===== src/csi_rx_pkg.sv =====
package csi_rx_pkg;

  localparam logic [7:0] SYNC_PATTERN = 8'hB8;
  localparam int         HDR_BYTES    = 4;
  localparam int         CRC_BYTES    = 2;
  localparam logic [7:0] SHORT_DT_MAX = 8'h0F;

  localparam int DT_W  = 6;
  localparam int VC_W  = 2;
  localparam int WC_W  = 16;
  localparam int CNT_W = 16;

  // Parity masks over {wc_high, wc_low, di}, one row per ECC bit.
  localparam logic [5:0][23:0] ECC_MASK = {
    24'hEFFC00,
    24'hDF03F0,
    24'hB8E38E,
    24'h749A6D,
    24'hF2555B,
    24'hF12CB7
  };

  typedef enum logic [DT_W-1:0] {
    DT_FS       = 6'h00,
    DT_FE       = 6'h01,
    DT_LS       = 6'h02,
    DT_LE       = 6'h03,
    DT_YUV422_8 = 6'h1E,
    DT_RGB888   = 6'h24,
    DT_RAW8     = 6'h2A,
    DT_RAW10    = 6'h2B
  } csi_dt_e;

  typedef enum logic [2:0] {
    ST_HUNT,
    ST_HDR,
    ST_PAYLOAD,
    ST_CRC,
    ST_DROP
  } parse_state_e;

  function automatic logic [5:0] csi_ecc(input logic [23:0] data);
    logic [5:0] ecc;
    for (int i = 0; i < 6; i++)
    begin
      ecc[i] = ^(data & ECC_MASK[i]);
    end
    return ecc;
  endfunction

endpackage

===== src/csi_hdr_if.sv =====
`timescale 1ns/1ps

interface csi_hdr_if;

  logic                              hdr_valid;  // One cycle per decoded header.
  csi_rx_pkg::csi_dt_e               data_type;
  logic [csi_rx_pkg::VC_W-1:0]       vc;
  logic [csi_rx_pkg::WC_W-1:0]       word_count;
  logic                              ecc_ok;
  logic                              accept;     // Same cycle as hdr_valid.

  modport parser (
    output hdr_valid,
    output data_type,
    output vc,
    output word_count,
    output ecc_ok,
    input  accept
  );

  modport csr (
    input  hdr_valid,
    input  vc,
    input  ecc_ok,
    output accept
  );

endinterface


===== src/csi_rx_lane.sv =====
`timescale 1ns/1ps

module csi_rx_lane (
  input  logic                         clk_i,
  input  logic                         rst_i,
  input  logic [7:0]                   unaligned_byte_i,
  input  logic                         cfg_vc_en_i,
  input  logic [1:0]                   cfg_vc_i,
  input  logic                         clear_counts_i,
  output logic                         pkt_valid_o,
  output csi_rx_pkg::csi_dt_e          pkt_dt_o,
  output logic [1:0]                   pkt_vc_o,
  output logic [15:0]                  pkt_wc_o,
  output logic                         payload_valid_o,
  output logic [7:0]                   payload_byte_o,
  output logic [csi_rx_pkg::CNT_W-1:0] pkt_count_o,
  output logic [csi_rx_pkg::CNT_W-1:0] ecc_err_count_o
);

  logic       align_valid;
  logic [7:0] align_byte;
  logic       realign;

  csi_hdr_if hdr_if ();

  dphy_byte_align u_align (
    .clk_i            (clk_i),
    .rst_i            (rst_i),
    .unaligned_byte_i (unaligned_byte_i),
    .reset_align_i    (realign),
    .valid_o          (align_valid),
    .aligned_byte_o   (align_byte)
  );

  csi_pkt_parser u_parser (
    .clk_i           (clk_i),
    .rst_i           (rst_i),
    .byte_valid_i    (align_valid),
    .byte_i          (align_byte),
    .hdr             (hdr_if.parser),
    .realign_o       (realign),
    .pkt_valid_o     (pkt_valid_o),
    .pkt_dt_o        (pkt_dt_o),
    .pkt_vc_o        (pkt_vc_o),
    .pkt_wc_o        (pkt_wc_o),
    .payload_valid_o (payload_valid_o),
    .payload_byte_o  (payload_byte_o)
  );

  rx_csr u_csr (
    .clk_i           (clk_i),
    .rst_i           (rst_i),
    .cfg_vc_en_i     (cfg_vc_en_i),
    .cfg_vc_i        (cfg_vc_i),
    .clear_counts_i  (clear_counts_i),
    .hdr             (hdr_if.csr),
    .pkt_count_o     (pkt_count_o),
    .ecc_err_count_o (ecc_err_count_o)
  );

endmodule


===== src/rx_csr.sv =====
`timescale 1ns/1ps

module rx_csr (
  input  logic                         clk_i,
  input  logic                         rst_i,
  input  logic                         cfg_vc_en_i,
  input  logic [1:0]                   cfg_vc_i,
  input  logic                         clear_counts_i,
  csi_hdr_if.csr                       hdr,
  output logic [csi_rx_pkg::CNT_W-1:0] pkt_count_o,
  output logic [csi_rx_pkg::CNT_W-1:0] ecc_err_count_o
);

  logic                        vc_en_q;
  logic [csi_rx_pkg::VC_W-1:0] vc_q;

  always_ff @(posedge clk_i)
  begin
    if (rst_i)
    begin
      vc_en_q <= 1'b0;
      vc_q    <= '0;
    end
    else
    begin
      vc_en_q <= cfg_vc_en_i;
      vc_q    <= cfg_vc_i;
    end
  end

  assign hdr.accept = !vc_en_q || (hdr.vc == vc_q);

  always_ff @(posedge clk_i)
  begin
    if (rst_i || clear_counts_i)
    begin
      pkt_count_o     <= '0;
      ecc_err_count_o <= '0;
    end
    else if (hdr.hdr_valid)
    begin
      if (hdr.ecc_ok && hdr.accept && pkt_count_o != '1)
        pkt_count_o <= pkt_count_o + 1'b1;  // Saturates.
      if (!hdr.ecc_ok && ecc_err_count_o != '1)
        ecc_err_count_o <= ecc_err_count_o + 1'b1;
    end
  end

endmodule


===== src/csi_pkt_parser.sv =====
`timescale 1ns/1ps

module csi_pkt_parser (
  input  logic                        clk_i,
  input  logic                        rst_i,
  input  logic                        byte_valid_i,
  input  logic [7:0]                  byte_i,
  csi_hdr_if.parser                   hdr,
  output logic                        realign_o,
  output logic                        pkt_valid_o,
  output csi_rx_pkg::csi_dt_e         pkt_dt_o,
  output logic [1:0]                  pkt_vc_o,
  output logic [15:0]                 pkt_wc_o,
  output logic                        payload_valid_o,
  output logic [7:0]                  payload_byte_o
);

  localparam logic [csi_rx_pkg::WC_W:0] CRC_LOAD = (csi_rx_pkg::WC_W + 1)'(csi_rx_pkg::CRC_BYTES);
  localparam logic [1:0] LAST_HDR = 2'(csi_rx_pkg::HDR_BYTES - 1);

  csi_rx_pkg::parse_state_e    state;
  logic [1:0]                  hdr_idx;
  logic [23:0]                 hdr_data;   // DI, WC low, WC high.
  logic                        hdr_valid_q;
  logic                        ecc_ok_q;
  logic [csi_rx_pkg::WC_W:0]   cnt;
  logic                        realign_q;
  logic                        valid_d;
  logic [7:0]                  byte_d;
  logic                        is_long;
  logic                        fwd;

  assign hdr.hdr_valid  = hdr_valid_q;
  assign hdr.data_type  = csi_rx_pkg::csi_dt_e'(hdr_data[5:0]);
  assign hdr.vc         = hdr_data[7:6];
  assign hdr.word_count = hdr_data[23:8];
  assign hdr.ecc_ok     = ecc_ok_q;

  assign is_long     = 8'(hdr_data[5:0]) > csi_rx_pkg::SHORT_DT_MAX;
  assign fwd         = ecc_ok_q && hdr.accept;
  assign pkt_valid_o = hdr_valid_q && fwd;
  assign realign_o   = (hdr_valid_q && !(is_long && fwd)) || realign_q;

  assign pkt_dt_o = hdr.data_type;
  assign pkt_vc_o = hdr.vc;
  assign pkt_wc_o = hdr.word_count;

  // Payload runs one byte behind the input so the accept decision comes first.
  always_ff @(posedge clk_i)
  begin
    byte_d <= byte_i;
  end

  assign payload_valid_o = (state == csi_rx_pkg::ST_PAYLOAD) && valid_d;
  assign payload_byte_o  = byte_d;

  always_ff @(posedge clk_i)
  begin
    if (rst_i)
    begin
      state       <= csi_rx_pkg::ST_HUNT;
      hdr_idx     <= 2'd0;
      hdr_valid_q <= 1'b0;
      ecc_ok_q    <= 1'b0;
      cnt         <= '0;
      realign_q   <= 1'b0;
      valid_d     <= 1'b0;
    end
    else
    begin
      valid_d     <= byte_valid_i;
      hdr_valid_q <= 1'b0;
      realign_q   <= 1'b0;
      case (state)
        csi_rx_pkg::ST_HUNT:
        begin
          if (byte_valid_i && !realign_o)  // Skip the byte still locked before re-hunt.
          begin
            hdr_data[7:0] <= byte_i;
            hdr_idx       <= 2'd1;
            state         <= csi_rx_pkg::ST_HDR;
          end
        end
        csi_rx_pkg::ST_HDR:
        begin
          if (hdr_valid_q)
          begin
            if (!is_long)
              state <= csi_rx_pkg::ST_HUNT;
            else if (!fwd)
            begin
              // Wait out payload and CRC, then re-hunt again to drop a false lock.
              state <= csi_rx_pkg::ST_DROP;
              cnt   <= {1'b0, hdr_data[23:8]} + CRC_LOAD;
            end
            else if (hdr_data[23:8] == '0)
            begin
              state <= csi_rx_pkg::ST_CRC;
              cnt   <= CRC_LOAD;
            end
            else
            begin
              state <= csi_rx_pkg::ST_PAYLOAD;
              cnt   <= {1'b0, hdr_data[23:8]};
            end
          end
          else if (byte_valid_i)
          begin
            if (hdr_idx == LAST_HDR)
            begin
              ecc_ok_q    <= byte_i == {2'b00, csi_rx_pkg::csi_ecc(hdr_data)};
              hdr_valid_q <= 1'b1;
            end
            else
            begin
              hdr_data[hdr_idx*8 +: 8] <= byte_i;
              hdr_idx                  <= hdr_idx + 2'd1;
            end
          end
        end
        csi_rx_pkg::ST_PAYLOAD:
        begin
          if (valid_d)
          begin
            if (cnt == 'd1)
            begin
              state <= csi_rx_pkg::ST_CRC;
              cnt   <= CRC_LOAD;
            end
            else
              cnt <= cnt - 'd1;
          end
        end
        csi_rx_pkg::ST_CRC:
        begin
          if (valid_d)
          begin
            if (cnt == 'd1)
            begin
              state     <= csi_rx_pkg::ST_HUNT;
              realign_q <= 1'b1;
            end
            else
              cnt <= cnt - 'd1;
          end
        end
        csi_rx_pkg::ST_DROP:
        begin
          if (cnt == 'd1)  // Counts clocks, the aligner is unlocked here.
          begin
            state     <= csi_rx_pkg::ST_HUNT;
            realign_q <= 1'b1;
          end
          else
            cnt <= cnt - 'd1;
        end
        default:
          state <= csi_rx_pkg::ST_HUNT;
      endcase
    end
  end

endmodule


===== src/dphy_byte_align.sv =====
`timescale 1ns/1ps

module dphy_byte_align (
  input  logic       clk_i,
  input  logic       rst_i,
  input  logic [7:0] unaligned_byte_i,
  input  logic       reset_align_i,
  output logic       valid_o,
  output logic [7:0] aligned_byte_o
);

  logic [7:0]  byte_d1;
  logic [7:0]  byte_d2;
  logic [15:0] window;
  logic        found_sync;
  logic [2:0]  sync_offset;
  logic [2:0]  align_shift;
  logic        sync_done;

  always_ff @(posedge clk_i)
  begin
    byte_d1 <= unaligned_byte_i;
    byte_d2 <= byte_d1;
  end

  assign window = {byte_d1, byte_d2};  // Older byte holds the earlier bits.

  // Lowest matching offset wins.
  always_comb
  begin
    found_sync  = 1'b0;
    sync_offset = 3'd0;
    for (int i = 7; i >= 0; i--)
    begin
      if (window[i +: 8] == csi_rx_pkg::SYNC_PATTERN)
      begin
        found_sync  = 1'b1;
        sync_offset = 3'(i);
      end
    end
  end

  always_ff @(posedge clk_i)
  begin
    if (rst_i)
    begin
      sync_done   <= 1'b0;
      align_shift <= 3'd0;
    end
    else if (reset_align_i)
    begin
      sync_done <= 1'b0;  // Re-hunt has priority over a match.
    end
    else if (!sync_done && found_sync)
    begin
      sync_done   <= 1'b1;
      align_shift <= sync_offset;
    end
  end

  always_ff @(posedge clk_i)
  begin
    if (rst_i || reset_align_i)
    begin
      valid_o <= 1'b0;
    end
    else
    begin
      valid_o <= sync_done;
    end
  end

  // First byte out with valid_o is the one after the sync byte.
  always_ff @(posedge clk_i)
  begin
    aligned_byte_o <= window[align_shift +: 8];
  end

endmodule


===== config.mk =====
export PLATFORM = sky130hd
export DESIGN_NAME = csi_rx_lane
export DESIGN_NICKNAME = d
export VERILOG_FILES = /design/src/csi_rx_pkg.sv /design/src/csi_hdr_if.sv /design/src/csi_rx_lane.sv /design/src/rx_csr.sv /design/src/csi_pkt_parser.sv /design/src/dphy_byte_align.sv
export SDC_FILE = /design/constraint.sdc
export NUM_CORES = 1
export LEC_CHECK = 0
export BUFFER_PORTS_ARGS = -buffer_cell sky130_fd_sc_hd__buf_2
export CAP_MARGIN = 20
export CORE_MARGIN = 4
export CORE_UTILIZATION = 53
export CTS_CLUSTER_SIZE = 40
export DETAILED_ROUTE_END_ITERATION = 8
export PLACE_DENSITY = 0.77
export SKIP_CTS_REPAIR_TIMING = 1
export SLEW_MARGIN = 25
export SYNTH_ARGS = -nofsm -noshare
export SYNTH_HDL_FRONTEND = slang
export SYNTH_SLANG_ARGS = --single-unit

===== constraint.sdc =====
create_clock -name clk_i -period 2.3 [get_ports clk_i]
set_input_delay 0.46 -clock clk_i [delete_from_list [all_inputs] [get_ports clk_i]]
set_output_delay 0.46 -clock clk_i [all_outputs]
set_load 0.01 [all_outputs]

Yosys cells after proc, flatten, opt, wreduce, memory -nomap -nowiden:

Index checks and enable logic that the tools add are counted.
Widths: inputs -> output; s select.

* register bits after elaboration: 122
* latch bits: 0
* bits in writable memories: 0
* memory bits (read-only): 0
* input bits: 14
* memories kept: 0

* add/subtract/negate cells: 6
* multiply operators: 0
* divide/modulo/power cells: 0
* magnitude comparators: 1
* eq/ne operators: 27
* shift operators: 3
* mux-type cells: 50
* bitwise operators: 6
* reductions and logical operators: 39

Operators by type and width (number)
* $reduce_xor 24->1: 6
* $mux 17: 7
* $pmux 17 s4: 1
* $eq 8x8->1 const B: 8
* $mux 3: 16
* $neg 5->34: 1
* $shift 8x34->24 const A: 1
* $shiftx 8x34->24: 1
* $add 16x1->16 const B: 2
* $mux 8: 4
* $ne 16x16->1 const B: 2
* $bwmux 24: 1
* $reduce_and 5->1: 4
* $add 16x2->17 const B: 1
* $eq 17x1->1 const B: 1
* $sub 17x1->17 const B: 1
* $logic_not 16->1: 1
* $mux 16: 1
* $pmux 8 s2: 1
* $shiftx 16x4->8: 1
* $pmux 3 s5: 1
* $mux 1: 12
* $ne 2x1->1 const B: 5
* $logic_and 1x1->1: 9
* 23 further kinds: 44

Longest topological paths before layout:

* word-level depth: 11
* mapped depth: 10
* depth with buffers taken out: 8

Hierarchy:

A second synthesis with hierarchy kept.

* cells, all modules: 773
* area, all modules: 6975.4 sq um

Modules (own cells, without submodules)
* csi_pkt_parser: times used 1, cells an instance 457, area each 3990.1 sq um
* rx_csr: times used 1, cells an instance 198, area each 1742.9 sq um
* dphy_byte_align: times used 1, cells an instance 118, area each 1242.4 sq um

Worst setup path before layout:

Ideal clock, no wire load.

* kind: register -> register
* start point: reg u_parser.hdr_data[7]
* end point: reg u_parser.hdr_data[0], enable pin
* arrival time: 1.923 ns
* path slack: 0.007 ns
* cell stages (with the launch flop): 7
* buffers on the path: 0
* period minus slack after synthesis: 2.293 ns
* cell sequence: edfxtp_1 > xor2_1 > o21a_2 > o31ai_1 > and2_1 > a31oi_1 > nor2_1

* longest elaborated chain between the ends: 11

RTL lines
* start: declaration: line csi_pkt_parser.sv:23 `logic [23:0] hdr_data;`
* start signal: assignment: line csi_pkt_parser.sv:79 `hdr_data[7:0] <= byte_i;`
* start signal: indexed assignment: line csi_pkt_parser.sv:116 `hdr_data[hdr_idx*8 +: 8] <= byte_i;`
* $eq 2x2->1: line rx_csr.sv:31 `assign hdr.accept = !vc_en_q || (hdr.vc == vc_q);`
* $logic_or 1x1->1: line rx_csr.sv:31
* $logic_and 1x1->1: line csi_pkt_parser.sv:40 `assign fwd = ecc_ok_q && hdr.accept;`
* $logic_and 1x1->1: line csi_pkt_parser.sv:42 `assign realign_o = (hdr_valid_q && !(is_long && fwd)) || realign_q;`
* $logic_not 1->1: line csi_pkt_parser.sv:42
* $logic_and 1x1->1: line csi_pkt_parser.sv:42
* $logic_or 1x1->1: line csi_pkt_parser.sv:42
* $logic_not 1->1: line csi_pkt_parser.sv:77 `if (byte_valid_i && !realign_o)`
* $logic_and 1x1->1: line csi_pkt_parser.sv:77
* $ne 2x1->1 (no source line)
* $reduce_and 6->1 (no source line)

No other way between the ends.
A chain may end at the register's enable or synchronous reset.

Final worst setup path:

* start point: reg u_parser.hdr_data[6]
* end point: out pkt_valid_o

* longest elaborated chain between the ends: 4

RTL lines
* $eq 2x2->1: line rx_csr.sv:31
* $logic_or 1x1->1: line rx_csr.sv:31
* $logic_and 1x1->1: line csi_pkt_parser.sv:40
* $logic_and 1x1->1: line csi_pkt_parser.sv:41 `assign pkt_valid_o = hdr_valid_q && fwd;`
* end: declaration: line csi_rx_lane.sv:10 `output logic pkt_valid_o,`

No other way between the ends.

==> key figures <==
Worst setup path
  • Critical Path Fanout Max: 3
  • FF-to-FF path depth: 6
  • Worst Path Arrival: roughly 1700 ps
  • CP required: 1840 ps
  • Crit Reg-Reg Endpoint: u_parser.cnt[12]$_SDFFE_PP0P_
  • Critical path endpoint category: primary output
  • Crit path kind: reg -> out
  • Reg2Reg Setup Slack: 120 ps
  • Critical Path Start Type: flip-flop
  • RR Startpoint: u_parser.cnt[9]$_SDFFE_PP0P_

Yosys
  • Syn Area/Cell: between 9 and 10 sq um
  • Yosys top cell area share: between 20 and 30%
  • Area leader, netlist: dfxtp_1
  • Sequential fraction of the synthesis area: about two fifths
  • Mapped Area: between 6000 and 7000 sq um
  • Main synth FF type: dfxtp_1
  • Post-synth EDFFs: 24
  • Warnings, synthesis: 0
  • Synth Net Count: roughly 780
  • Post-synthesis register bit count: ~120
  • Yosys cell types: 79
  • Syn Inst Count: 739
  • Synth area leaders: dfxtp_1 (29%), edfxtp_1 (11%), xnor2_1 (5.6%)
  • Asr flop ratio synth: 0%

Placed design
  • IO buf count: a little under 80
  • Post-detail-place hpwl: 13,490 um
  • Global placement routability congestion: between 0.9 and 1
  • Post-Place Worst Slack: between 80 and 90 ps

Timing
  • Clock Skew: just over 7 ps
  • Final min period: between 2000 and 2500 ps
  • Slew @ Worst Pin: 666.5 ps
  • Setup slack after layout: roughly 110 ps
  • Post-route clock period utilization: between 90 and 100%
  • Max-Slew Margin vs Limit: a little under three fifths
  • Final setup violation count: 0
  • Final hold viol count: 0
  • Max-slew violations: 0
  • Achievable Freq: approximately 0.46 GHz
  • Total Neg Setup Slack: 0 ps

Finish
  • Final #Nets: ~900
  • Storage cell area: 2683 sq um
  • Share of layout cells above drive strength 1: between 20% and 30%
  • Area of the multi-input gates: 3787 sq um
  • # fillers: around 990
  • Syn-to-layout area delta: 22.60%
  • # diodes: 0

Detailed routing
  • Vias: roughly 6,100
  • Post-route ant nets: 0
  • DRC violation count after routing: 0
  • Via/cell ratio: 5.827
  • Drt pass-1 iters: 5
  • Total wire length: between 15,000 and 20,000 um
  • DRT iter0 DRCs: approximately 610
  • Wire length per cell: roughly 18 um

Job
  • Max Cap Viol: 0

Min path
  • Hold Path Stages: 1
  • HP Start: unaligned_byte_i[6]
  • Hold crit path type: in -> reg
  • WHS Endpoint: u_align.byte_d1[6]$_DFF_P_

Power
  • Switch share: between 20 and 30%
  • Logic gate share of total power: under 10%
  • P_sw: ~1.3 mW
  • Pwr Total: between 5 and 6 mW
  • Static leakage: ~3.4 nW
  • Pint: around 3.9 mW
  • Power share of the clock group: roughly half
  • Worst IR Drop VDD: ~0.60 mV
  • Flop pwr share: between 40% and 50%
  • Power per cell area: between 600 and 700 nW/um^2

Outcome
  • Status: finished clean

Die
  • Ports: 80
  • Initial Utilization: around 55%
  • # rows: 40
  • Die area: between 10,000 and 15,000 sq um
  • CORE AREA: 12,160 sq um
  • Die H: around 120 um
  • Die W: around 120 um

Clock tree
  • Root Driver: clkbuf_16
  • CTS tree: built
  • CTS Buf Count: 17
  • Htree depth: 4
  • Clock latency on the worst-skew pair: 420 ps
  • Maximum buffer depth of the clock tree: 2
  • Total clock sinks: 122
  • CTS clk-pin slew, worst paths: roughly 60 ps

GRT
  • First-pass GRT wire length: between 20,000 and 30,000 um
  • Largest net degree at the start of global routing: 33
  • GRT overflow: 0
  • Initial antenna violation count: 0
  • Total GRT Usage: 25.79%
  • Vias in the first global route: 5,797
[how the worst max path moves through the flow]
stage	from	depth (start not counted)	end
2_1_floorplan	u_parser.hdr_data[7]$_DFFE_PP_	6	u_parser.hdr_data[0]$_DFFE_PP_
3_3_place_gp	u_parser.hdr_data[7]$_DFFE_PP_	7	u_parser.hdr_data[1]$_DFFE_PP_
3_5_place_dp	u_parser.hdr_data[22]$_DFFE_PP_	8	u_parser.hdr.ecc_ok$_SDFFE_PP0P_
4_1_cts	u_parser.hdr_data[7]$_DFFE_PP_	5	pkt_valid_o
5_1_grt	u_parser.hdr_data[6]$_DFFE_PP_	5	pkt_valid_o
6_report	u_parser.hdr_data[6]$_DFFE_PP_	5	pkt_valid_o
[kinds of logic (layout without fill, tap and decap cells)]
logic type	count (synthesis)	after routing	synth area share [%]
AOI/OAI and AO/OA	155	155	15.40
xor gates and xnor gates	63	63	9.087
adders and majority gates	25	25	4.684
buffers and inverters	62	196	3.841
DFF	122	122	40.17
muxes	15	15	2.492
and+or+nand+nor	297	297	24.32
[flip-flops by register name, indices dropped and copies added, names as in the netlist, 2 cells and up]
signal                   cells
u_parser.hdr_data           24
u_parser.cnt                17
u_csr.ecc_err_count_o       16
u_csr.pkt_count_o           16
u_align.aligned_byte_o       8
u_align.byte_d1              8
u_align.byte_d2              8
u_parser.payload_byte_o      8
u_align.align_shift          3
u_parser.state               3
u_csr.vc_q                   2
u_parser.hdr_idx             2
[power by group through the flow]
stage	sequential, mW	combinational, mW	clock, mW
floorplan	2.32	0.155	0
global placement	2.34	0.224	0
detailed placement	2.34	0.225	0
CTS	2.29	0.227	2.65
global route	2.30	0.258	2.75
finish	2.29	0.236	2.63
[layout make-up]
type,instances,area share (%)
Clock buffer,17,5.196
Clock inverter,15,1.895
Inverter,32,1.467
Multi-Input combinational cell,555,46.26
Sequential cell,122,32.77
Tap cell,168,2.568
Timing Repair Buffer,132,9.843
[synth_stat cells, drive strengths merged, types with 16 or more instances]
cell	n
ha	25
o21ai	42
nor2b	17
and2	20
clkbuf	21
xnor2	43
nor2	59
a21oi	36
dfxtp	98
nand3	33
inv	32
nand2	52
nor3	26
edfxtp	24
xor2	16
[critical path, cell delays in order, from the launching register on]
cell	delay [ps]
edfxtp_1	410
xor2_1	200
o21ai_2	190
buf_4	140
and3_1	210
buf_2	150
[layout by cell type, fill, tap and decap left out, types with 4 or more instances in the layout]
cell type and count:
a31oi_1 7, inv_6 6, o21ai_0 36, a22oi_1 4, o211ai_1 10, clkbuf_16 17, a32oi_1 4, nor2_1 57
buf_2 79, nand2_1 51, nor3b_1 6, dfxtp_1 98, a21oi_1 35, xnor2_1 41, xor2_1 15, edfxtp_1 24
o22ai_1 7, nor4bb_1 6, o2111ai_1 4, and4_1 6, nand3_1 33, and2_1 18, nand4_1 13, a211oi_1 5
nor2b_1 17, o21a_1 4, inv_1 32, xnor3_1 4, and3_1 14, nor4_1 6, buf_4 52, mux2i_1 11
or3_1 14, nor3_1 26, ha_1 24
[per-stage QoR]
| stage | cell area (sq um) | hold slack, ps | util, % | cells |
|---|---|---|---|---|
| CTS | 8130 | 123.9 | 66.85 | 1040 |
| detailed placement | 7550 | 317.1 | 62.08 | 1008 |
| floorplan | 6678 | 309.6 | - | 739 |
| global route | 8187 | 124.1 | 67.31 | 1041 |
| global placement | 7550 | 310.1 | 62.08 | 1008 |
| finish | 8187 | 134.8 | 67.31 | 1041 |
[layer usage]
| metal | GRT usage, % | up-vias | part of all wire (%) |
|---|---|---|---|
| li1 | - | 2926 | - |
| met1 | 33.71 | 2930 | 44 |
| met2 | 42.57 | 182 | 49 |
| met3 | 5.893 | 28 | 5.2 |
| met4 | 8.215 | 0 | 1.7 |
| met5 | 0 | - | 0 |
(Power assumes the default switching activity.)
